--- src/emio_cfg.svh ---
// ----------------------------------------------------------------------
// emio bridge configuration: widths, region codes, bank size, version
// ----------------------------------------------------------------------
`ifndef EMIO_CFG_SVH
`define EMIO_CFG_SVH

// register bus address and quadlet widths
`define EMIO_ADDR_W 16
`define EMIO_DATA_W 32

// region codes in address bits [15:12]
`define ADDR_MAIN 4'h0
`define ADDR_HUB 4'h1

// hub register whose write triggers a real-time block read request
`define HUB_TRIG_ADDR {`ADDR_HUB, 12'h800}

// quadlets stored per region in the register bank
`define BANK_DEPTH 64

// reported to the PS in emio_ps_in[63:60]
`define EMIO_VERSION 4'd4

`endif

--- src/emio_pkg.sv ---
// ----------------------------------------------------------------------
// emio bridge package: shared command, bus and state types
// ----------------------------------------------------------------------
`include "emio_cfg.svh"

package emio_pkg;

    // command fields the PS places on emio_ps_out
    typedef struct packed {
        logic                    blk_end;
        logic                    blk_start;
        logic                    wen;
        logic                    req;
        logic [`EMIO_ADDR_W-1:0] addr;
        logic [`EMIO_DATA_W-1:0] wdata;
    } ps_cmd_t;

    // one register bus write
    typedef struct packed {
        logic [`EMIO_ADDR_W-1:0] addr;
        logic [`EMIO_DATA_W-1:0] data;
        logic                    wen;
    } reg_wr_t;

    // read/write bus request, also used for the grant
    typedef struct packed {
        logic rd;
        logic wr;
    } bus_req_t;

    typedef enum logic [2:0] {
        st_idle,
        st_read,
        st_write_quad,
        st_write_blk_start,
        st_write_blk_data,
        st_write_finish
    } emio_state_e;

endpackage

--- src/write_addr_xlate.sv ---
// ----------------------------------------------------------------------
// write address translation: board-id filter and offset compaction
// for real-time block writes, plain register stage otherwise
// ----------------------------------------------------------------------
`timescale 1ns/1ps
`include "emio_cfg.svh"

module write_addr_xlate import emio_pkg::*; (
    input  logic       sysclk,
    input  logic       rst_n,
    input  reg_wr_t    wr_in,
    input  logic       blk_rt_wr,
    input  logic [3:0] board_id,
    output reg_wr_t    wr_out
);

    logic [`EMIO_ADDR_W-1:0] addr_q;
    logic [`EMIO_DATA_W-1:0] data_q;
    logic                    wen_q;
    logic [7:0]              kept_cnt;
    logic                    board_match;

    // board field of each rt quadlet sits in data bits [11:8]
    assign board_match = (wr_in.data[11:8] == board_id);

    always_ff @(posedge sysclk) begin
        data_q <= wr_in.data;
        // kept quadlets land at consecutive offsets from 0
        addr_q <= blk_rt_wr ? {wr_in.addr[15:8], kept_cnt} : wr_in.addr;
    end

    always_ff @(posedge sysclk) begin
        if (!rst_n) begin
            wen_q    <= 1'b0;
            kept_cnt <= 8'd0;
        end else begin
            wen_q <= wr_in.wen & (~blk_rt_wr | board_match);
            if (!blk_rt_wr)
                kept_cnt <= 8'd0;
            else if (wr_in.wen && board_match)
                kept_cnt <= kept_cnt + 8'd1;
        end
    end

    assign wr_out = '{addr: addr_q, data: data_q, wen: wen_q};

endmodule
--- config.mk ---
export PLATFORM = sky130hd
export DESIGN_NAME = write_addr_xlate
export DESIGN_NICKNAME = d
export VERILOG_FILES = /design/src/emio_pkg.sv /design/src/write_addr_xlate.sv
export VERILOG_INCLUDE_DIRS = /design/src
export SDC_FILE = /design/constraint.sdc
export NUM_CORES = 1
export LEC_CHECK = 0
export BUFFER_PORTS_ARGS = -buffer_cell sky130_fd_sc_hd__buf_2
export CAP_MARGIN = 10
export CORE_MARGIN = 3
export CORE_UTILIZATION = 35
export DETAILED_ROUTE_END_ITERATION = 8
export PLACE_DENSITY = 0.72
export SLEW_MARGIN = 20
export SYNTH_ARGS = -nofsm -noshare
export SYNTH_HDL_FRONTEND = slang
export SYNTH_SLANG_ARGS = --single-unit
--- constraint.sdc ---
create_clock -name sysclk -period 1.35 [get_ports sysclk]
set_input_delay 0 -clock sysclk [delete_from_list [all_inputs] [get_ports sysclk]]
set_output_delay 0 -clock sysclk [all_outputs]
set_load 0.01 [all_outputs]
==> results of run 1 <==
[critical path, delay by kind of cell (launching register included)]
kind	cells	cell delay, ns
flops	1	0.37
simple gates	3	0.72
compound gates	1	0.14
[cell usage after synthesis]
| master | instances | area (µm²) |
|---|---|---|
| nand2_1 | 6 | 22.52 |
| nand4_2 | 1 | 12.51 |
| nand4_1 | 2 | 12.51 |
| or3_1 | 3 | 18.77 |
| and2_1 | 1 | 6.260 |
| o21ai_0 | 4 | 20.02 |
| ha_1 | 1 | 12.51 |
| nor2_1 | 1 | 3.750 |
| inv_1 | 1 | 3.750 |
| o211ai_1 | 1 | 7.510 |
| or4_1 | 4 | 30.03 |
| nand3_2 | 1 | 10.01 |
| nand3_1 | 2 | 10.01 |
| clkbuf_1 | 2 | 7.510 |
| or2_1 | 1 | 6.260 |
| a21oi_1 | 7 | 35.03 |
| buf_4 | 1 | 7.510 |
| o31ai_1 | 4 | 30.03 |
| xnor2_1 | 4 | 35.03 |
| dfxtp_1 | 57 | 1141 |
| mux2_2 | 8 | 90.09 |
[power by group through the flow]
stage	sequential [mW]	clock (mW)	combinational, mW
2_1_floorplan	1.86	0	0.0474
3_3_place_gp	1.81	0	0.255
3_5_place_dp	1.81	0	0.259
4_1_cts	1.78	1.63	0.373
5_1_grt	1.78	1.73	0.409
6_report	1.78	1.60	0.381
[path summary, 6_finish.rpt]
check | start | to | slack, ns | depth (start not counted)
setup reg to reg | kept_cnt[1] | kept_cnt[7] | 0.05 | 4
hold reg to reg | kept_cnt[7] | kept_cnt[7] | 0.49 | 2
setup / recovery | kept_cnt[1] | kept_cnt[7] | 0.05 | 4
hold / removal | wr_in[0] | kept_cnt[1] | 0.04 | 3
[area by class of cell]
class                   instances  area [µm²]  area share
multi-input cells              51       374.1      0.1309
inverters                       1       3.754    0.001313
clock buffers                  10       137.6     0.04814
clock inverters                 6       67.56     0.02363
well taps                      50       62.56     0.02188
repair buffers                160        1066      0.3729
flip-flops and latches         57        1147      0.4013
[cell families after synthesis]
logic type | Yosys count
fa+ha+maj | 1
flops | 57
simple gates | 22
compound gates | 16
buf+inv | 4
xor+xnor | 4
mux | 8
[flip-flops by register name (all words and copies together), names as in the netlist]
signal,count
addr_q,16
kept_cnt,8
data_q,32
wen_q,1
[routing by layer]
layer	vias to the layer above	share of wire	routed length (µm)	GRT usage
met4	0	0.018	89	0.08768
met5	-	0	0	0
li1	725	-	-	-
met3	9	0.096	467	0.07341
met2	85	0.50	2454	0.3408
met1	660	0.38	1868	0.2261
[through the flow]
step | TNS (ns) | instance area [µm²] | hold WS (ns) | utilization
CTS | 0 | 2843 | 0.02692 | 0.6957
finish | 0 | 2859 | 0.03955 | 0.6996
global route | -0.006890 | 2859 | 0.05312 | 0.6996
global placement | 0 | 2136 | 0.1024 | 0.5227
detailed placement | -0.03070 | 2136 | 0.1041 | 0.5227
floorplan | 0 | 1523 | 0.02772 | -
[repair_timing]
item | 4_1_cts | 5_1_grt
setup buffers | 0 | 0
gates resized for setup | 1 | 6
pin swaps | 0 | 0
endpoints found under the setup margin | 1 | 4
endpoints found under the hold margin | 49 | 0
hold buffers | 50 | 0
==> impl_metrics.py, run 1 <==
metrics = {
    "status": {
        "status": "finished, final reports clean",
    },
    "route": {
        "vias_per_cell": 4.415,
        "vias": 1479,
        "firstDrtPassIters": 4,
        "drt_iter0_drc": 76,
        "drc": 0,
        "wl_per_cell_um": 14.56,
        "drt_wl_total_um": 4879,
        "ant_nets": 0,
    },
    "die": {
        "dieArea_mm2": 0.005178,
        "start_util": 0.3726,
        "die_h_um": 71.96,
        "rows": 23,
        "die_w_um": 71.96,
        "io_pins": 105,
        "core_mm2": 0.004086,
    },
    "yosys": {
        "syn-num-nets": 169,
        "syn-cell-area_mm2": 0.001523,
        "synth_fa_ha_area_frac": 0.008217,
        "ys_warn_count": 0,
        "synth_cells": 112,
        "synthSimpleGateAreaFrac": 0.08710,
        "synth-compound-area-share": 0.06081,
        "synth_seq_cells": 57,
        "yosys.area_share.xor_xnor": 0.02301,
        "synthDistinctLibCells": 21,
        "synth-seq-area-share": 0.7494,
        "synth_top_family_by_area": "simple AND/OR/NAND/NOR gates",
        "avgSynthCellArea_um2": 13.60,
        "synthMuxAreaShare": 0.05916,
    },
    "grt": {
        "grt_first_pass_wirelength_um": 7707,
        "grt_pass1_vias": 1526,
        "grt_overflow": 0,
        "track_usage": 0.2008,
        "grt_max_degree": 14,
        "antenna_found_initial": 0,
    },
    "sta": {
        "hold_viol_final": 0,
        "slew_violations": 0,
        "timing.slew.headroom": 0.8007,
        "fin_crit_sh": 0.9593,
        "setup_ws_ns": 0.05498,
        "setup_viol": 0,
        "fmax_mhz": 772.2,
        "finalCriticalPeriod_ns": 1.295,
        "clock_skew_ns": 0.005937,
        "tightestPinTransition_ns": 0.2983,
    },
    "worst_setup_path": {
        "slowest_stage": "or4_1",
        "crit_fanout": 5,
        "cp-start-kind": "flop",
        "criticalPathCategory": "reg -> reg",
        "arrival_ns": 1.55,
        "crit_path_end_kind": "flop",
        "path_cells": "nand3_2, or2_1, or4_1, a21oi_1",
        "max_stage_delay_ns": 0.39,
        "worstPathRequired_ns": 1.60,
    },
    "cts": {
        "cts_made_buffers": 9,
        "htreeDepth": 3,
        "clkTransAtPathRegs_ns": 0.06,
        "cts_tree": "built",
        "cts.sinks": 57,
        "clock_latency_ns": 0.33,
        "cts_root_buffer": "clkbuf_8",
        "cts_buffer_depth": 2,
    },
    "layout": {
        "most-common-layout-cells": "104 x buf_2, 54 x dfxtp_1, 50 x dlygate4sd3_1",
        "drive_gt1_frac": 0.4982,
        "nNetsFinal": 337,
        "syn_to_final_growth_pct": 87.76,
        "diodes": 0,
        "final_common_cell": "buf_2",
        "stdcell_count": 335,
        "fillerInstances": 273,
    },
    "power": {
        "p_comb_frac": 0.101,
        "switching_share": 0.2306,
        "power.density_mw_per_mm2": 1314,
        "clkPwrFrac": 0.425,
        "seq_power_share": 0.474,
        "ir_drop_v": 0.0005924,
        "intPower_mw": 2.890,
        "totalPowerFinal_mw": 3.757,
        "power_leakage_nw": 1.323,
        "switching_power_uw": 866.2,
    },
    "placed_design": {
        "port-buffer-count": 104,
        "pre_cts_ws_ns": -0.02308,
        "routabilityCongestion": 0.6585,
        "dpl.cell_count": 269,
    },
    "hold_path": {
        "hold_path_class": "in -> reg",
    },
    "run": {
        "drv_cap": 0,
    },
}
(Power assumes the default switching activity.)
==> run 2, diff against run 1 <==
--- a/config.mk
+++ b/config.mk
@@ -12,6 +12,7 @@
 export CORE_UTILIZATION = 35
 export DETAILED_ROUTE_END_ITERATION = 8
 export PLACE_DENSITY = 0.72
+export REMOVE_ABC_BUFFERS = 1
 export SLEW_MARGIN = 20
 export SYNTH_ARGS = -nofsm -noshare
 export SYNTH_HDL_FRONTEND = slang
==> run 2 against run 1 <==
Net effect: global-route usage rose by 0.44 points; via count increased by 0.54%; clock power increased by 11%; largest cell class unchanged; sequential share of layout area down 0.56 points; design area is 0.96% higher; non-clock buffer count rose by 2; utilization is 0.67 points higher; first-iteration DRC count down 41%; fmax shrank 0.65%; worst setup slack worse by 0.0084 ns; critical path depth unchanged; count of clock-buffer cells in the layout increased by 1.
==> impl_metrics.py, run 2 (synthesis results as in run 1) <==
metrics = {
    "layout": {
        "diodes": 0,
        "multiInputGateArea_um2": 370.4,
        "fillerInstances": 280,
        "drive_gt1_frac": 0.4948,
        "regMostFlops": "data_q",
        "syn_to_final_growth_pct": 89.56,
        "nNetsFinal": 339,
        "final_common_cell": "buf_2",
        "seq_area_mm2": 0.001142,
        "stdcell_count": 337,
        "fin_util": 0.7064,
        "largest_reg_flops": 32,
        "final_cell_area_mm2": 0.002887,
        "top_regs": "data_q: 32 flops, addr_q: 16 flops, kept_cnt: 8 flops",
        "most-common-layout-cells": "104 x buf_2, 56 x dfxtp_1, 49 x dlygate4sd3_1",
    },
    "cts": {
        "clkTransAtPathRegs_ns": 0.06,
        "postCtsSetupBuffers": 0,
        "cts_buffer_depth": 2,
        "cts.sinks": 57,
        "cts_tree": "built",
        "htreeDepth": 3,
        "cts_made_buffers": 9,
        "cts_root_buffer": "clkbuf_8",
        "clock_latency_ns": 0.32,
    },
    "worst_setup_path": {
        "criticalPathCategory": "reg -> reg",
        "crit_fanout": 3,
        "cp-start-kind": "flop",
        "worstPathRequired_ns": 1.60,
        "crit_path_end_kind": "flop",
        "arrival_ns": 1.55,
    },
    "die": {
        "rows": 23,
        "die_h_um": 71.96,
        "dieArea_mm2": 0.005178,
        "io_pins": 105,
        "start_util": 0.3726,
        "core_mm2": 0.004086,
        "die_w_um": 71.96,
    },
    "route": {
        "drt_iter0_drc": 45,
        "firstDrtPassIters": 4,
        "drt_wl_total_um": 5065,
        "wl_per_cell_um": 15.03,
        "drc": 0,
        "vias": 1487,
        "ant_nets": 0,
        "vias_per_cell": 4.412,
    },
    "hold_path": {
        "hold_path_class": "in -> reg",
    },
    "grt": {
        "grt_max_degree": 12,
        "track_usage": 0.2052,
        "grt_first_pass_wirelength_um": 7921,
        "grt_overflow": 0,
        "grt_pass1_vias": 1579,
        "antenna_found_initial": 0,
    },
    "power": {
        "power_leakage_nw": 1.352,
        "power.density_mw_per_mm2": 1366,
        "totalPowerFinal_mw": 3.943,
        "ir_drop_v": 0.0007348,
    },
    "sta": {
        "clock_skew_ns": 0.002526,
        "hold_viol_final": 0,
        "finalCriticalPeriod_ns": 1.303,
        "timing.slew.headroom": 0.8273,
        "fin_crit_sh": 0.9655,
        "slew_violations": 0,
        "holdWs_ns": 0.06352,
        "setup_ws_ns": 0.04657,
        "setup_tns_ns": 0,
        "setup_viol": 0,
        "rsz0062_at_grt": "no",
        "tightestPinTransition_ns": 0.2584,
        "fmax_mhz": 767.2,
    },
    "run": {
        "drv_cap": 0,
    },
    "status": {
        "status": "finished, final reports clean",
    },
    "placed_design": {
        "dpl.cell_count": 272,
        "placed_cell_area_mm2": 0.002158,
        "pre_cts_ws_ns": 0.0006606,
        "dp_hpwl_um": 2964,
        "port-buffer-count": 104,
        "routabilityCongestion": 0.7610,
    },
}
==> run 2: critical path, stage by stage, from the launching register on <==
cell and delay [ns]:
dfxtp_1 0.36, nand3_2 0.09, or2_1 0.25, or4_1 0.39, a21oi_1 0.14
==> run 2: path summary, 6_finish.rpt <==
kind,from,to,slack (ns),depth (start not counted)
max,kept_cnt[0],kept_cnt[7],0.05,4
max reg2reg,kept_cnt[0],kept_cnt[7],0.05,4
min,blk_rt_wr,wen_q,0.06,3
min reg2reg,kept_cnt[7],kept_cnt[7],0.50,2
==> run 2: area by class of cell <==
| cell class | instances | share of cell area |
|---|---|---|
| Clock buffer | 11 | 0.05245 |
| Timing Repair Buffer | 162 | 0.3736 |
| Clock inverter | 5 | 0.02687 |
| Tap cell | 50 | 0.02167 |
| Inverter | 1 | 0.001300 |
| Multi-Input combinational cell | 51 | 0.1283 |
| Sequential cell | 57 | 0.3958 |
==> run 2: power by group <==
| part | internal, mW | leakage (nW) | switching, mW |
|---|---|---|---|
| logic | 0.229 | 0.759 | 0.157 |
| clock network | 1.13 | 0.115 | 0.642 |
| registers | 1.76 | 0.477 | 0.0220 |
| total | 3.12 | 1.35 | 0.821 |
==> run 2: metal layers <==
metal	wire length (µm)	up-vias	global-route usage
met3	441	8	0.08864
met2	2577	77	0.3622
met5	0	-	0
li1	-	727	-
met4	70	0	0.06681
met1	1976	675	0.2200
==> run 2: timing repair <==
action,CTS,global route
hold buffers,49,0
hold endpoints to repair,49,0
resized for setup,0,3
setup endpoints to repair,0,4
