$ cat src/emio_cfg.svh
// ----------------------------------------------------------------------
// emio bridge configuration: widths, region codes, bank size, version
// ----------------------------------------------------------------------
`ifndef EMIO_CFG_SVH
`define EMIO_CFG_SVH

// register bus address and quadlet widths
`define EMIO_ADDR_W 16
`define EMIO_DATA_W 32

// region codes in address bits [15:12]
`define ADDR_MAIN 4'h0
`define ADDR_HUB 4'h1

// hub register whose write triggers a real-time block read request
`define HUB_TRIG_ADDR {`ADDR_HUB, 12'h800}

// quadlets stored per region in the register bank
`define BANK_DEPTH 64

// reported to the PS in emio_ps_in[63:60]
`define EMIO_VERSION 4'd4

`endif

$ cat src/emio_pkg.sv
// ----------------------------------------------------------------------
// emio bridge package: shared command, bus and state types
// ----------------------------------------------------------------------
`include "emio_cfg.svh"

package emio_pkg;

    // command fields the PS places on emio_ps_out
    typedef struct packed {
        logic                    blk_end;
        logic                    blk_start;
        logic                    wen;
        logic                    req;
        logic [`EMIO_ADDR_W-1:0] addr;
        logic [`EMIO_DATA_W-1:0] wdata;
    } ps_cmd_t;

    // one register bus write
    typedef struct packed {
        logic [`EMIO_ADDR_W-1:0] addr;
        logic [`EMIO_DATA_W-1:0] data;
        logic                    wen;
    } reg_wr_t;

    // read/write bus request, also used for the grant
    typedef struct packed {
        logic rd;
        logic wr;
    } bus_req_t;

    typedef enum logic [2:0] {
        st_idle,
        st_read,
        st_write_quad,
        st_write_blk_start,
        st_write_blk_data,
        st_write_finish
    } emio_state_e;

endpackage

$ cat src/emio_bus.sv
// ----------------------------------------------------------------------
// emio bridge: decodes PS requests on the EMIO port and drives the
// register bus read/write requests, addresses, data and strobes
// ----------------------------------------------------------------------
`timescale 1ns/1ps
`include "emio_cfg.svh"

module emio_bus import emio_pkg::*; (
    input  logic                    sysclk,
    input  logic                    rst_n,
    input  logic [3:0]              board_id,
    input  logic [63:0]             emio_ps_out,
    input  logic [63:0]             emio_ps_tri,
    input  bus_req_t                grant,
    input  logic [`EMIO_DATA_W-1:0] rdata,
    input  logic                    rvalid,
    input  logic [31:0]             timestamp,
    output logic [63:0]             emio_ps_in,
    output bus_req_t                req,
    output logic [`EMIO_ADDR_W-1:0] raddr,
    output reg_wr_t                 wr,
    output logic                    blk_wen,
    output logic                    blk_wstart,
    output logic                    blk_rt_rd,
    output logic                    blk_rt_wr,
    output logic                    req_blk_rt_rd
);

    ps_cmd_t                 cmd;
    logic                    ps_write;
    logic                    req_s1, req_s2;
    logic [`EMIO_ADDR_W-1:0] addr_l;
    logic                    blk_start_l, blk_end_l;
    logic                    rvalid_q;
    emio_state_e             state;
    logic [`EMIO_ADDR_W-1:0] reg_addr;
    logic                    reg_addr_lsb;
    logic [`EMIO_DATA_W-1:0] reg_wdata, rdata_l;
    logic                    reg_wen, wen_next;
    logic                    op_done, op_done_next, rd_next;
    logic [1:0]              blk_cnt;
    logic                    first_quad;
    logic [31:0]             ts_delta, ts_prev;

    // bits 49 and 63:53 of emio_ps_out carry nothing
    assign cmd = '{blk_end: emio_ps_out[52], blk_start: emio_ps_out[51],
                   wen: emio_ps_out[50], req: emio_ps_out[48],
                   addr: emio_ps_out[47:32], wdata: emio_ps_out[31:0]};

    // all data lines driven by the PS means a write
    assign ps_write = (emio_ps_tri[31:0] == 32'd0);

    logic req_rise, req_fall, addr_next, addr_same, addr_main, addr_hub_trig, ts_rd;
    logic [11:0] addr_inc;
    assign req_rise      = req_s1 & ~req_s2;
    assign req_fall      = ~req_s1 & req_s2;
    // PS moves to the next quadlet by toggling the address lsb
    assign addr_next     = (addr_l[0] != reg_addr_lsb);
    assign addr_same     = (cmd.addr == addr_l) & ~addr_next;
    assign addr_main     = (addr_l[15:12] == `ADDR_MAIN);
    assign addr_hub_trig = (addr_l == `HUB_TRIG_ADDR);
    assign addr_inc      = reg_addr[11:0] + 12'd1;
    // quadlet 0 of a real-time block read is the timestamp delta
    assign ts_rd         = blk_rt_rd && (reg_addr[7:0] == 8'd0);

    assign raddr = reg_addr;
    assign wr    = '{addr: reg_addr, data: reg_wdata, wen: reg_wen};

    assign emio_ps_in = {`EMIO_VERSION, 5'd0,
                         ps_write ? grant.wr : grant.rd,
                         ps_write,
                         cmd.blk_end, cmd.blk_start, cmd.wen,
                         op_done & addr_same,
                         cmd.req, cmd.addr,
                         ps_write ? cmd.wdata : rdata_l};

    // input sampling into sysclk
    always_ff @(posedge sysclk) begin
        addr_l      <= cmd.addr;
        blk_start_l <= cmd.blk_start;
        blk_end_l   <= cmd.blk_end;
        rvalid_q    <= rvalid;
    end

    always_ff @(posedge sysclk) begin
        if (!rst_n) begin
            req_s1        <= 1'b0;
            req_s2        <= 1'b0;
            state         <= st_idle;
            req           <= '0;
            reg_addr_lsb  <= 1'b0;
            reg_wen       <= 1'b0;
            wen_next      <= 1'b0;
            op_done       <= 1'b0;
            op_done_next  <= 1'b0;
            rd_next       <= 1'b0;
            blk_cnt       <= 2'd0;
            first_quad    <= 1'b0;
            blk_wen       <= 1'b0;
            blk_wstart    <= 1'b0;
            blk_rt_rd     <= 1'b0;
            blk_rt_wr     <= 1'b0;
            req_blk_rt_rd <= 1'b0;
            ts_prev       <= 32'd0;
        end else begin
            // two-flop sync of the PS request
            req_s1        <= cmd.req;
            req_s2        <= req_s1;
            req_blk_rt_rd <= 1'b0;
            if (req_fall) begin
                // PS dropped req, ends or aborts any operation
                state      <= st_idle;
                req        <= '0;
                reg_wen    <= 1'b0;
                op_done    <= 1'b0;
                blk_wen    <= 1'b0;
                blk_wstart <= 1'b0;
                blk_rt_rd  <= 1'b0;
                blk_rt_wr  <= 1'b0;
            end else begin
                case (state)
                    st_idle: begin
                        op_done    <= 1'b0;
                        reg_wen    <= 1'b0;
                        blk_wen    <= 1'b0;
                        blk_wstart <= 1'b0;
                        blk_cnt    <= 2'd0;
                        if (req_rise) begin
                            first_quad   <= 1'b1;
                            reg_addr_lsb <= addr_l[0];
                            // hub trigger on rt block read or hub 800 write
                            if ((!ps_write && blk_start_l && addr_main) ||
                                (ps_write && addr_hub_trig)) begin
                                req_blk_rt_rd <= 1'b1;
                                ts_delta      <= timestamp - ts_prev - 32'd1;
                                ts_prev       <= timestamp;
                            end
                            if (!ps_write) begin
                                req.rd    <= 1'b1;
                                rd_next   <= blk_start_l & ~blk_end_l;
                                reg_addr  <= addr_l;
                                blk_rt_rd <= blk_start_l & addr_main;
                                state     <= st_read;
                            end else begin
                                req.wr    <= 1'b1;
                                // rt block write always starts at offset 0
                                reg_addr  <= {addr_l[15:12],
                                              (blk_start_l && addr_main) ? 12'd0 : addr_l[11:0]};
                                blk_rt_wr <= blk_start_l & addr_main;
                                reg_wdata <= cmd.wdata;
                                state     <= blk_start_l ? st_write_blk_start : st_write_quad;
                            end
                        end else begin
                            req <= '0;
                        end
                    end
                    st_read: begin
                        // stays here until req falls
                        if (req.rd && grant.rd) begin
                            if (addr_next) begin
                                reg_addr[11:0] <= addr_inc;
                                reg_addr_lsb   <= addr_l[0];
                                op_done        <= 1'b0;
                                rd_next        <= blk_start_l & ~blk_end_l;
                            end else if (rvalid && rvalid_q) begin
                                rdata_l <= ts_rd ? ts_delta : rdata;
                                op_done <= 1'b1;
                                req.rd  <= rd_next;
                            end
                        end
                    end
                    st_write_quad: begin
                        if (req.wr && grant.wr) begin
                            reg_wen <= 1'b1;
                            state   <= st_write_finish;
                        end
                    end
                    st_write_blk_start: begin
                        // four blk_wstart cycles with the bus held
                        if (req.wr && grant.wr) begin
                            blk_wstart <= 1'b1;
                            blk_cnt    <= blk_cnt + 2'd1;
                            if (blk_cnt == 2'd3)
                                state <= st_write_blk_data;
                        end else begin
                            blk_cnt <= 2'd0;
                        end
                    end
                    st_write_blk_data: begin
                        if (req.wr && grant.wr) begin
                            blk_wstart <= 1'b0;
                            if (first_quad) begin
                                first_quad   <= 1'b0;
                                reg_wen      <= 1'b1;
                                wen_next     <= 1'b0;
                                op_done_next <= ~blk_end_l;
                                blk_cnt      <= 2'd1;
                            end else if (addr_next) begin
                                // new quadlet from the PS
                                reg_addr[11:0] <= addr_inc;
                                reg_addr_lsb   <= addr_l[0];
                                reg_wdata      <= cmd.wdata;
                                reg_wen        <= 1'b0;
                                wen_next       <= 1'b1;
                                op_done        <= 1'b0;
                                op_done_next   <= ~blk_end_l;
                                blk_cnt        <= 2'd0;
                            end else begin
                                reg_wen  <= wen_next;
                                wen_next <= 1'b0;
                                op_done  <= op_done_next & ~wen_next;
                                blk_cnt  <= blk_cnt + 2'd1;
                                // last quadlet written, close the block
                                if (blk_cnt == 2'd3 && !op_done_next) begin
                                    blk_wen <= 1'b1;
                                    state   <= st_write_finish;
                                end
                            end
                        end else begin
                            blk_cnt <= 2'd0;
                        end
                    end
                    st_write_finish: begin
                        reg_wen <= 1'b0;
                        blk_wen <= 1'b0;
                        req.wr  <= 1'b0;
                        op_done <= 1'b1;
                    end
                    default: state <= st_idle;
                endcase
            end
        end
    end

    // bridge owns at most one direction at a time
    a_one_dir: assert property (@(posedge sysclk) disable iff (!rst_n)
        !(req.rd && req.wr));

    // a write strobe only follows a cycle with the write bus granted
    a_wen_granted: assert property (@(posedge sysclk) disable iff (!rst_n)
        $rose(reg_wen) |-> $past(grant.wr));

endmodule

$ cat config.mk
export PLATFORM = sky130hd
export DESIGN_NAME = emio_bus
export DESIGN_NICKNAME = d
export VERILOG_FILES = /design/src/emio_pkg.sv /design/src/emio_bus.sv
export VERILOG_INCLUDE_DIRS = /design/src
export SDC_FILE = /design/constraint.sdc
export NUM_CORES = 1
export LEC_CHECK = 0
export BUFFER_PORTS_ARGS = -buffer_cell sky130_fd_sc_hd__buf_4
export CAP_MARGIN = 20
export CORE_UTILIZATION = 47
export CTS_BUF_LIST = sky130_fd_sc_hd__clkbuf_8
export CTS_CLUSTER_DIAMETER = 40
export DETAILED_ROUTE_END_ITERATION = 12
export PLACE_DENSITY = 0.79
export SYNTH_ARGS = -nofsm -noshare
export SYNTH_HDL_FRONTEND = slang
export SYNTH_SLANG_ARGS = --single-unit
$ cat constraint.sdc
create_clock -name sysclk -period 4.6 [get_ports sysclk]
set_input_delay 0.69 -clock sysclk [delete_from_list [all_inputs] [get_ports sysclk]]
set_output_delay 0.69 -clock sysclk [all_outputs]
set_load 0.02 [all_outputs]
==> results.cfg <==
[clock_tree]
cts.path.max_buffers = 2
cts.repair.resized = 0
cts_htree_levels = 4
cts.sinks = 184
clk_latency_ns = 0.47
post_cts_buffers = 0
clk_pin_slew_ns = 0.09
cts-root-buf = clkbuf_8
numCtsBuffers = 17
cts_tree = built
hold_buffers = 0

[cells_and_area]
layout_commonest_cell = buf_4
nFillCells = 1660
final_cell_mix = 286 x buf_4, 112 x edfxtp_1, 80 x nor2_1
antenna_cells = 0
syn_to_final_growth_pct = 25.7
final_cells = 1427
fin_area_um2 = 12200
drive_gt1_share_pct = 33.9
finalNetCount = 1380

[detailed_routing]
routed-wl-met2_um = 12900
dr.pass1.iters = 5
avgRoutedWirePerCell_um = 17.4
drtIter0Drc = 439
met1_length_um = 9610
wl_met3_um = 1420
wl_um = 24800
drcViolationCount = 0
vias = 7567
dr.max_layer_used = met4
avgViaCountPerCell = 5.30
ant_nets = 0

[sta]
worst_pin_slew_ns = 1.02
finalHoldViolations = 0
finalCriticalPeriod_ns = 3.36
layout_setup_ws_ns = 1.24
finClkSkew_ns = 0.0194
finalCritPeriodShare_pct = 73.0
rsz0062_at_grt = no
drv_slew = 0
relSlewSlack_pct = 31.6
setup_tns_ns = 0
timing.fmax_mhz = 298
setup_violations = 0

[yosys]
yosysWarningCount = 0
synth-seq-area-share_pct = 49.6
synth_edf_count = 112
synthesis.area_um2 = 9690
synth.distinct_cells = 65
synthArstFlopShare_pct = 0
yosysTopAreaCell = edfxtp_1
yosys_register_bits = 184
synth.avg_cell_area_um2 = 10.7
netlist.area_leader.share_pct = 34.7
synth_top_flop_cell = edfxtp_1
yosys-top-cells-area = edfxtp_1 35%, dfxtp_1 15%, mux2_2 7.6%
synth_cells = 909

[floorplanning]
pin_count = 337
start_util_pct = 47.9
num_rows = 52
core-area_um2 = 20200
die_h_um = 146
die_area_um2 = 21200
die_x_um = 146

[global_routing]
grt_pass1_vias = 7321
antenna_found_initial = 0
grt_use_total_pct = 23.4
grt.overflow.total = 0
grt_pass1_wl_um = 38700
grt_start_max_net_pins = 42

[place]
placed_cells = 1395
dp_hpwl_um = 18900
placed_area_um2 = 11800
numPortBuffers = 277
pre_cts_ws_ns = 1.19
finalWeightedCongestion = 0.917

[critical_path]
cp_data_arrival_time_ns = 2.67
cp-end-kind = primary output
cp_data_required_time_ns = 3.91
path_max_fanout = 41
path_class = primary input to primary output
critPathLaunchType = primary input

[pwr]
leakage_nw = 5.05
max-vdd-ir-drop_mv = 0.163
power_density_nw_per_um2 = 279

[flow_run]
cap_violations = 0

[hold_path]
hold_path.class = primary input to register

[outcome]
run_status = completed
critical path, stage by stage:
cell and delay (ns):
buf_4 0.11, nor4_1 0.27, nand4_1 0.31, nor2_4 0.20
buf_4 0.49, mux2_2 0.41, buf_4 0.16
path summary, 6_finish.rpt:
path / from / end / slack (ns) / cells after the start
max: emio_ps_tri[24] / emio_ps_in[22] / 1.24 / 7
min reg2reg: blk_rt_wr / blk_rt_wr / 0.47 / 2
max reg2reg: ts_prev[0] / ts_delta[30] / 1.58 / 11
min: rvalid / rvalid_q / 0.33 / 1
per-stage QoR:
stage | utilization, % | hold WS, ns | power, W
after floorplan | - | 0.426 | 0.00211
after global placement | 58.2 | 0.447 | 0.00229
after detailed placement | 58.2 | 0.460 | 0.00230
after CTS | 60.2 | 0.297 | 0.00342
after global routing | 60.2 | 0.302 | 0.00353
final | 60.2 | 0.332 | 0.00340
area by class of cell:
type / instances / area [um^2] / share of cell area, %
sequential: 184 / 4800 / 39.4
multi-input combinational: 610 / 4310 / 35.4
timing repair buffer: 286 / 2150 / 17.6
tap: 270 / 338 / 2.77
clock buffer: 17 / 234 / 1.92
clock inverter: 15 / 176 / 1.45
inverter: 45 / 169 / 1.39
flip-flops by register name, summed over array words and instances (netlist names), 2 cells and up:
register	cells
raddr	16
rdata_l	32
req	2
ts_prev	32
blk_cnt	2
reg_wdata	32
addr_l	16
state	3
ts_delta	32
routing by layer:
metal | GRT usage (%) | vias up
met4 | 11.3 | 0
li1 | - | 3683
met2 | 42.6 | 276
met5 | 0 | -
met3 | 4.26 | 51
met1 | 26.4 | 3557
where the power goes:
group          total (W)  switching, W  leakage (nW)  internal (W)
clock network    0.00113      0.000590         0.205      0.000539
registers        0.00181     0.0000313          1.60       0.00178
logic           0.000460      0.000237          3.25      0.000224
kinds of logic (layout without fill, tap and decap cells):
logic type / count (synthesis) / count (layout) / synth area share [%]
simple gates: 255 / 255 / 12.7
flops: 184 / 184 / 49.6
other cells: 2 / 9 / 0.0775
compound gates: 156 / 156 / 10.1
mux: 104 / 104 / 11.6
buf+inv: 122 / 363 / 6.69
fa+ha+maj: 35 / 35 / 4.60
xor+xnor: 51 / 51 / 4.61
cells in the mapped netlist (all sizes together), types with 8 or more instances:
cell      n
edfxtp  112
nor2     82
dfxtp    72
mux2     65
buf      56
nand2    56
a21oi    52
inv      45
mux2i    39
xor2     35
ha       34
o21ai    32
clkbuf   21
nand3    19
nor3     18
nor4     17
xnor2    16
nor2b    15
a21o     13
o22ai    13
and2      9
nand2b    8
Note: power is estimated with default switching activity, not from simulation.
