File: src/emio_cfg.svh
// ----------------------------------------------------------------------
// emio bridge configuration: widths, region codes, bank size, version
// ----------------------------------------------------------------------
`ifndef EMIO_CFG_SVH
`define EMIO_CFG_SVH

// register bus address and quadlet widths
`define EMIO_ADDR_W 16
`define EMIO_DATA_W 32

// region codes in address bits [15:12]
`define ADDR_MAIN 4'h0
`define ADDR_HUB 4'h1

// hub register whose write triggers a real-time block read request
`define HUB_TRIG_ADDR {`ADDR_HUB, 12'h800}

// quadlets stored per region in the register bank
`define BANK_DEPTH 64

// reported to the PS in emio_ps_in[63:60]
`define EMIO_VERSION 4'd4

`endif

File: src/emio_pkg.sv
// ----------------------------------------------------------------------
// emio bridge package: shared command, bus and state types
// ----------------------------------------------------------------------
`include "emio_cfg.svh"

package emio_pkg;

    // command fields the PS places on emio_ps_out
    typedef struct packed {
        logic                    blk_end;
        logic                    blk_start;
        logic                    wen;
        logic                    req;
        logic [`EMIO_ADDR_W-1:0] addr;
        logic [`EMIO_DATA_W-1:0] wdata;
    } ps_cmd_t;

    // one register bus write
    typedef struct packed {
        logic [`EMIO_ADDR_W-1:0] addr;
        logic [`EMIO_DATA_W-1:0] data;
        logic                    wen;
    } reg_wr_t;

    // read/write bus request, also used for the grant
    typedef struct packed {
        logic rd;
        logic wr;
    } bus_req_t;

    typedef enum logic [2:0] {
        st_idle,
        st_read,
        st_write_quad,
        st_write_blk_start,
        st_write_blk_data,
        st_write_finish
    } emio_state_e;

endpackage

File: src/bus_arbiter.sv
// ----------------------------------------------------------------------
// read/write bus arbiter between the emio bridge and one other master
// ----------------------------------------------------------------------
`timescale 1ns/1ps

module bus_arbiter import emio_pkg::*; (
    input  logic     sysclk,
    input  logic     rst_n,
    input  bus_req_t emio_req,
    input  bus_req_t ext_req,
    output bus_req_t emio_grant,
    output bus_req_t ext_grant
);

    localparam logic [1:0] own_none = 2'd0;
    localparam logic [1:0] own_emio = 2'd1;
    localparam logic [1:0] own_ext  = 2'd2;

    logic [1:0] rd_owner, wr_owner;

    // owner held while its request stays up, other master wins a free bus
    function automatic logic [1:0] next_owner(input logic [1:0] owner,
                                              input logic emio_r,
                                              input logic ext_r);
        logic [1:0] nxt;
        nxt = owner;
        case (owner)
            own_emio: nxt = emio_r ? own_emio : own_none;
            own_ext:  nxt = ext_r ? own_ext : own_none;
            default: begin
                if (ext_r)
                    nxt = own_ext;
                else if (emio_r)
                    nxt = own_emio;
            end
        endcase
        return nxt;
    endfunction

    always_ff @(posedge sysclk) begin
        if (!rst_n) begin
            rd_owner <= own_none;
            wr_owner <= own_none;
        end else begin
            rd_owner <= next_owner(rd_owner, emio_req.rd, ext_req.rd);
            wr_owner <= next_owner(wr_owner, emio_req.wr, ext_req.wr);
        end
    end

    assign emio_grant = '{rd: rd_owner == own_emio, wr: wr_owner == own_emio};
    assign ext_grant  = '{rd: rd_owner == own_ext, wr: wr_owner == own_ext};

    // a bus passes between the masters only through a free cycle
    a_free_handover: assert property (@(posedge sysclk) disable iff (!rst_n)
        !(ext_grant.rd && $past(emio_grant.rd)) && !(emio_grant.rd && $past(ext_grant.rd)) &&
        !(ext_grant.wr && $past(emio_grant.wr)) && !(emio_grant.wr && $past(ext_grant.wr)));

endmodule

File: config.mk
export PLATFORM = sky130hd
export DESIGN_NAME = bus_arbiter
export DESIGN_NICKNAME = d
export VERILOG_FILES = /design/src/emio_pkg.sv /design/src/bus_arbiter.sv
export VERILOG_INCLUDE_DIRS = /design/src
export SDC_FILE = /design/constraint.sdc
export NUM_CORES = 1
export LEC_CHECK = 0
export BUFFER_PORTS_ARGS = -buffer_cell sky130_fd_sc_hd__buf_2
export CAP_MARGIN = 20
export CORE_AREA = 3 3 40 42
export CTS_CLUSTER_DIAMETER = 50
export DETAILED_ROUTE_END_ITERATION = 8
export DIE_AREA = 0 0 43 45
export GPL_TIMING_DRIVEN = 0
export SYNTH_ARGS = -nofsm -noshare
export SYNTH_HDL_FRONTEND = slang
export SYNTH_SLANG_ARGS = --single-unit
File: constraint.sdc
create_clock -name sysclk -period 2.1 [get_ports sysclk]
set_input_delay 0.315 -clock sysclk [delete_from_list [all_inputs] [get_ports sysclk]]
set_output_delay 0.315 -clock sysclk [all_outputs]
set_load 0.02 [all_outputs]
==> flow_summary.toml, run 1 <==
[grt]
grt_max_degree = 5
grt_usage_pct = 5.75
grt_pass1_vias = 206
grt_pass1_wl_um = 724
overflow = 0
antenna_found_initial = 0

[drt]
drtIter0Drc = 1
routed-via-count = 221
viasPerCell = 3.88
firstDrtPassIters = 2
ant_nets = 0
drt-total-wl_um = 451
wire_per_inst_um = 7.91
drcViolationCount = 0

[synth]
synth_mux_area_share_pct = 0
synth_area_um2 = 248
synthDistinctLibCells = 10
yosysTopAreaCellShare_pct = 32.3
synth_fa_ha_area_share_pct = 20.2
synth.area.top_cells = "dfxtp_1 (32%), ha_1 (20%), nor3b_2 (10%)"
yosysTopAreaCell = "dfxtp_1"
ys_ff_latch = 4
synth_compound_area_share_pct = 14.1
synth_top_family_by_area = "simple AND/OR/NAND/NOR gates"
yosys.area_share.simple_pct = 27.3
yosysWarnings = 0
synth.net_count = 40
synth-xor-area-share_pct = 0
syn_avg_cell_area_um2 = 8.26
ys_seq_area_share_pct = 32.3
syn_inst = 30

[pwr]
swShare_pct = 26.7
p_leak_nw = 0.157
internal_power_w = 0.000171
p_comb_share_pct = 23.2
max-vdd-ir-drop_mv = 0.171
seq_power_share_pct = 37.3
p_sw_w = 0.0000623
powerDensity_nw_per_um2 = 700
clock_power_share_pct = 39.5

[run_status]
status = "finished clean"

[floorplanning]
design.die.area_um2 = 1940
coreArea_um2 = 1280
ioPinCount = 10
die_h_um = 45
die_w_um = 43
rows = 13
start_util_pct = 19.3

[clock_tree]
cts_setup_buffers = 0
cts_max_level = 1
cts_buffers = 3
insertion_delay_ns = 0.23
clock_sinks = 4
cts_resized = 0
cts_hold_repair.buffers = 0
clkTransAtPathRegs_ns = 0.04
ctsLongestPathBuffers = 2
cts-root-buf = "clkbuf_4"
cts_tree = "yes"

[timing]
setup_viol = 0
setup-tns-final_ns = 0
period_share_pct = 61.7
worstMarginPinSlew_ns = 0.130
relSlewSlack_pct = 91.2
rsz0062_at_grt = "no"
finalHoldViolCount = 0
worst_slack_ns = 0.804
clock.fmax_ghz = 0.771
whs_ns = 0.335
slew_violations = 0
skew_ns = 0.0000425
min_period_ns = 1.30

[cells_and_area]
n_antenna_cell = 0
multiInputGateArea_um2 = 153
syn2layout_area_growth_pct = 34.8
regArea_um2 = 80.1
fin_util_pct = 26.0
n_fill_cell = 148
layout_commonest_cell = "buf_2"
final_nets = 54
drive_gt1_share_pct = 33.3

[flow_run]
max_cap_viol_count = 0

[placed_design]
place_ws_ns = 0.886
io_buffers = 9
dp_hpwl_um = 387
place_congestion = 0.593

[critical_path]
critPathRequiredTime_ns = 1.78
worstSetupStartpointType = "register"
worstSetupPathType = "reg -> out"
end_kind = "primary output"
crit_fanout = 3
cp.arrival_ns = 0.98

[worst_hold_path]
hold_path_class = "in -> reg"
## registers in the layout, indices dropped and copies added, names as in the netlist
| signal | count |
|---|---|
| wr_owner | 2 |
| rd_owner | 2 |
## final cells by class
cell class | count | area share (%)
well taps | 15 | 5.62
multi-input cells | 22 | 45.7
flip-flops and latches | 4 | 24.0
clock buffers | 3 | 6.74
inverters | 4 | 4.49
repair buffers | 9 | 13.5
## worst max-delay path, stage by stage, from the launching register on
cell,delay [ns]
dfxtp_1,0.34
inv_1,0.05
ha_1,0.19
buf_2,0.16
## synthesized netlist by cell type (all sizes together)
library cell  number
dfxtp              4
nand2              4
o21ai              4
ha                 4
nor2               4
inv                4
o21a               2
nor3b              2
and2               2
## path summary, 6_finish.rpt
path	start	slack (ns)	cells after the start	to
hold reg to reg	wr_owner[1]$_SDFFE_PN0P_	0.61	3	wr_owner[1]$_SDFFE_PN0P_
setup reg to reg	rd_owner[0]$_SDFFE_PN0P_	0.90	5	rd_owner[1]$_SDFFE_PN0P_
hold / removal	rst_n	0.34	2	rd_owner[0]$_SDFFE_PN0P_
setup / recovery	wr_owner[0]$_SDFFE_PN0P_	0.80	3	ext_grant[0]
## layer usage
| metal | part of all wire (%) | track usage, % | wire length (µm) |
|---|---|---|---|
| met1 | 44 | 5.56 | 200 |
| met2 | 43 | 7.19 | 194 |
| met3 | 11 | 2.79 | 51 |
| met4 | 1.1 | 9.04 | 5 |
| met5 | 0 | 0 | 0 |
## logic make-up (layout without fill, tap and decap cells)
kind of cell | Yosys count | after routing
AO/OA/AOI/OAI | 6 | 6
adder cells (fa/ha/maj) | 4 | 4
buffers and inverters | 4 | 16
flip-flops | 4 | 4
AND/OR/NAND/NOR | 12 | 12
## power groups by stage
| stage | clock, W | sequential [W] | combinational [W] |
|---|---|---|---|
| 4_1_cts | 0.0000994 | 0.0000874 | 0.0000553 |
| 2_1_floorplan | 0 | 0.0000874 | 0.0000401 |
| 3_5_place_dp | 0 | 0.0000885 | 0.0000549 |
| 5_1_grt | 0.000101 | 0.0000884 | 0.0000618 |
| 6_report | 0.0000923 | 0.0000871 | 0.0000542 |
| 3_3_place_gp | 0 | 0.0000886 | 0.0000536 |
## metrics by stage
stage	instances	cell area, µm²	total power [W]
floorplan	30	248	0.000128
global placement	54	312	0.000142
detailed placement	54	312	0.000143
CTS	57	334	0.000242
global route	57	334	0.000251
finish	57	334	0.000234
Power figures use the tool's default switching activity.
==> run 2: changes to the inputs <==
Settings changed: ABC_AREA set to 1.
Clock period 2.1 ns to 1.3 ns, I/O delays scaled along.
==> flow_summary.toml, run 2 <==
[run_status]
status = "finished clean"

[drt]
routed-via-count = 232
firstDrtPassIters = 3
drt-total-wl_um = 488
wire_per_inst_um = 7.39
ant_nets = 0
viasPerCell = 3.52
drcViolationCount = 0
drtIter0Drc = 5

[timing]
min_period_ns = 1.18
rsz0062_at_grt = "no"
relSlewSlack_pct = 92.3
finalHoldViolCount = 0
worstMarginPinSlew_ns = 0.116
skew_ns = 0.00113
setup-tns-final_ns = 0
setup_viol = 0
slew_violations = 0
clock.fmax_ghz = 0.850
period_share_pct = 90.5

[placed_design]
place_congestion = 0.702
dp_hpwl_um = 421
io_buffers = 9

[grt]
antenna_found_initial = 0
grt_pass1_wl_um = 821
grt_max_degree = 5
grt_pass1_vias = 229
overflow = 0
grt_usage_pct = 6.00

[cells_and_area]
top_regs = "rd_owner: 2 flops, wr_owner: 2 flops"
n_fill_cell = 142
multiInputGateArea_um2 = 135
mostFrequentLayoutCells = "inv_1 (10), nand2_1 (10), buf_2 (9)"
n_antenna_cell = 0
regArea_um2 = 80.1
drive_gt1_share_pct = 23.5
final_nets = 63
syn2layout_area_growth_pct = 34.2

[critical_path]
reg2reg_from = "wr_owner[0]$_SDFFE_PN0P_"
crit_family = "flip-flops"
setup.worst_path.start = "rd_owner[0]$_SDFFE_PN0P_"
r2r_cells = 6
slowest_stage = "dfxtp_1"
crit_fanout = 3
path_cells = "inv_1 > ha_1 > buf_2"
cp.arrival_ns = 0.98
cpPeakStageDelay_ns = 0.34
end_kind = "primary output"
reg2reg_slack_ns = 0.24
critPathRequiredTime_ns = 1.11
worstSetupStartpointType = "register"
cp.buffers_inverters = 2
cp.depth = 3
worstSetupPathType = "reg -> out"
r2r-end = "wr_owner[0]$_SDFFE_PN0P_"

[clock_tree]
insertion_delay_ns = 0.23
cts-root-buf = "clkbuf_4"
cts_setup_buffers = 0
cts_max_level = 1
cts_tree = "yes"
cts_buffers = 3
cts_hold_repair.buffers = 0
ctsLongestPathBuffers = 2
cts_resized = 0
clkTransAtPathRegs_ns = 0.04
clock_sinks = 4

[pwr]
p_leak_nw = 0.198
internal_power_w = 0.000288
seq_power_share_pct = 35.0
power_w = 0.000418
powerDensity_nw_per_um2 = 1230
max-vdd-ir-drop_mv = 0.387
clock_power_share_pct = 36.1
p_sw_w = 0.000130
p_comb_share_pct = 28.9
swShare_pct = 31.1

[synth]
yosysTopAreaCell = "dfxtp_1"
synthDistinctLibCells = 7
synth_fa_ha_area_share_pct = 19.8
yosysTopAreaCellShare_pct = 31.7
synth_common_cells = "inv_1 (10), nand2_1 (10), nor2_1 (6), dfxtp_1 (4), ha_1 (4)"
synth.area.top_cells = "dfxtp_1 (32%), ha_1 (20%), inv_1 (15%)"
yosys.area_share.simple_pct = 27.7
synth_mux_area_share_pct = 0
ys_seq_area_share_pct = 31.7
synth_area_um2 = 253
yosysWarnings = 0
synth-edff-count = 0
async_flop_share_pct = 0
synth_top_family_by_area = "simple AND/OR/NAND/NOR gates"
synth_top_flop_cell = "dfxtp_1"
syn_avg_cell_area_um2 = 6.48
syn_inst = 39
synth_compound_area_share_pct = 5.94
synth-xor-area-share_pct = 0
synth.net_count = 49
ys_ff_latch = 4

[floorplanning]
die_h_um = 45
rows = 13
start_util_pct = 19.7
coreArea_um2 = 1280
design.die.area_um2 = 1940
ioPinCount = 10
die_w_um = 43

[worst_hold_path]
whs_endpoint = "wr_owner[0]$_SDFFE_PN0P_"
hold_path_class = "in -> reg"
holdPathStages = 3
min-delay-start = "emio_req[0]"

[flow_run]
max_cap_viol_count = 0
==> run 2: cell types whose count changed in the layout (fill, tap and decap cells not counted), moves of 3 or more <==
cell / previous run / this run
nand2_1: 4 / 10
inv_1: 4 / 10
a21oi_1: 0 / 3
o21ai_1: 3 / 0
==> run 2: kinds of logic after synthesis <==
group | after synthesis
DFF | 4
AOI/OAI and AO/OA | 3
adders and majority gates | 4
and+or+nand+nor | 18
buffers and inverters | 10
==> run 2: power by group through the flow <==
| stage | logic, W | registers [W] | clock network [W] |
|---|---|---|---|
| 4_1_cts | 0.000122 | 0.000146 | 0.000164 |
| 5_1_grt | 0.000141 | 0.000148 | 0.000172 |
| 6_report | 0.000121 | 0.000146 | 0.000151 |
| 3_5_place_dp | 0.000122 | 0.000148 | 0 |
| 3_3_place_gp | 0.000121 | 0.000148 | 0 |
| 2_1_floorplan | 0.0000928 | 0.000146 | 0 |
==> run 2: layout make-up <==
type / count / share of cell area (%)
clock buffers: 3 / 6.64
well taps: 15 / 5.54
flip-flops and latches: 4 / 23.6
repair buffers: 9 / 13.3
inverters: 10 / 11.1
multi-input cells: 25 / 39.9
==> run 2: per-layer routing <==
layer	track usage, %	up-vias	wire (µm)
li1	-	138	-
met1	5.54	90	208
met2	9.58	4	239
met3	1.99	0	41
met4	7.23	0	0
met5	0	-	0
==> run 2: worst max-delay path by stage <==
stage	to	slack, ns
after floorplan	rd_owner[0]$_SDFFE_PN0P_	0.31
after global placement	wr_owner[0]$_SDFFE_PN0P_	0.25
after detailed placement	wr_owner[0]$_SDFFE_PN0P_	0.25
after CTS	ext_grant[1]	0.11
after global routing	ext_grant[1]	0.06
final	ext_grant[1]	0.12
==> run 2: per-stage QoR <==
step                      instances  util (%)  hold WS, ns  instance area (µm²)  setup slack (ns)
final                            66      26.4        0.207                  339             0.123
after global routing             66      26.4        0.236                  339            0.0567
after CTS                        66      26.4        0.203                  339             0.109
after detailed placement         63      24.6        0.451                  317             0.246
after global placement           63      24.6        0.445                  317             0.246
after floorplan                  39         -        0.315                  253             0.310
==> run 2: worst reg2reg max path: stages, from the launching register on <==
cell	delay (ns)
dfxtp_1	0.34
inv_1	0.05
ha_1	0.32
inv_1	0.08
nand2_1	0.05
nand3_1	0.07
nor2_1	0.04
==> run 3: changes to the inputs <==
Settings changed: CORE_AREA 3 3 40 42 to 8 8 45 47, DIE_AREA 0 0 43 45 to 0 0 53 55.
==> flow_summary.toml, run 3 (synthesized netlist as in run 2, its figures left out) <==
[clock_tree]
insertion_delay_ns = 0.23
cts_tree = "yes"
cts_resized = 0
clock_sinks = 4
cts_setup_buffers = 0
cts-root-buf = "clkbuf_4"
cts_max_level = 1
cts_hold_repair.buffers = 0
cts_buffers = 3
ctsLongestPathBuffers = 2
clkTransAtPathRegs_ns = 0.04

[drt]
viasPerCell = 3.61
drcViolationCount = 0
drt-total-wl_um = 523
wire_per_inst_um = 7.81
routed-via-count = 242
drtIter0Drc = 3
firstDrtPassIters = 4
ant_nets = 0

[pwr]
p_leak_nw = 0.198
power_w = 0.000421
powerDensity_nw_per_um2 = 1240
max-vdd-ir-drop_mv = 0.480

[cells_and_area]
n_fill_cell = 160
n_antenna_cell = 0
drive_gt1_share_pct = 23.5
final_nets = 63
multiInputGateArea_um2 = 135
fin_util_pct = 24.6
regArea_um2 = 80.1
syn2layout_area_growth_pct = 34.7
top_regs = "rd_owner: 2 flops, wr_owner: 2 flops"
mostFrequentLayoutCells = "inv_1 (10), nand2_1 (10), buf_2 (9)"
final_cells = 67

[timing]
rsz0062_at_grt = "no"
relSlewSlack_pct = 92.5
slew_violations = 0
setup_viol = 0
setup-tns-final_ns = 0
whs_ns = 0.218
clock.fmax_ghz = 0.845
skew_ns = 0.0000635
period_share_pct = 91.1
min_period_ns = 1.18
worstMarginPinSlew_ns = 0.113
finalHoldViolCount = 0

[critical_path]
worstSetupPathType = "reg -> out"
reg2reg_slack_ns = 0.23
end_kind = "primary output"
worstSetupStartpointType = "register"
r2r_cells = 6
cp.arrival_ns = 0.99
crit_fanout = 3
critPathRequiredTime_ns = 1.11

[floorplanning]
rows = 14
ioPinCount = 10
coreArea_um2 = 1380
die_w_um = 53
design.die.area_um2 = 2920
start_util_pct = 18.3
die_h_um = 55

[placed_design]
place_inst = 64
io_buffers = 9
place_congestion = 0.720

[grt]
antenna_found_initial = 0
grt_max_degree = 5
overflow = 0
grt_usage_pct = 4.10
grt_pass1_wl_um = 841
grt_pass1_vias = 248

[worst_hold_path]
hold_path_class = "in -> reg"
holdPathStages = 3

[run_status]
status = "finished clean"

[flow_run]
max_cap_viol_count = 0
[run 3: cell counts in the layout (fill, tap and decap cells not counted)]
Identical to the previous run, type by type.
[run 3: power by group]
group	switching, W	internal [W]	total (W)
logic	0.0000731	0.0000482	0.000121
clock network	0.0000502	0.000103	0.000153
registers	0.00000942	0.000137	0.000147
total	0.000133	0.000288	0.000421
[run 3: worst max-delay path: stages, from the launching register on]
cell and delay (ns):
dfxtp_1 0.35, inv_1 0.05, ha_1 0.20, buf_2 0.16
[run 3: stage by stage]
stage          area (µm²)  setup WS, ns
6_report              340         0.116
5_1_grt               340        0.0457
4_1_cts               340         0.101
3_5_place_dp          318         0.228
3_3_place_gp          318         0.259
2_1_floorplan         253         0.310
[run 3: final timing paths]
kind / start / end
setup / recovery: wr_owner[0]$_SDFFE_PN0P_ / ext_grant[0]
hold / removal: emio_req[1] / rd_owner[0]$_SDFFE_PN0P_
setup reg to reg: wr_owner[0]$_SDFFE_PN0P_ / wr_owner[0]$_SDFFE_PN0P_
hold reg to reg: rd_owner[0]$_SDFFE_PN0P_ / rd_owner[0]$_SDFFE_PN0P_
[run 3: layout make-up]
| class | instances | area share [%] |
|---|---|---|
| repair buffers | 9 | 13.2 |
| multi-input cells | 25 | 39.7 |
| well taps | 16 | 5.88 |
| inverters | 10 | 11.0 |
| flip-flops and latches | 4 | 23.5 |
| clock buffers | 3 | 6.62 |
[run 3: routing by layer]
layer	GRT usage [%]	up-vias	part of all wire [%]	wire length, µm
li1	-	139	-	-
met1	3.03	98	39	205
met2	7.03	5	53	279
met3	2.67	0	7.5	39
met4	3.88	0	0	0
met5	0	-	0	0
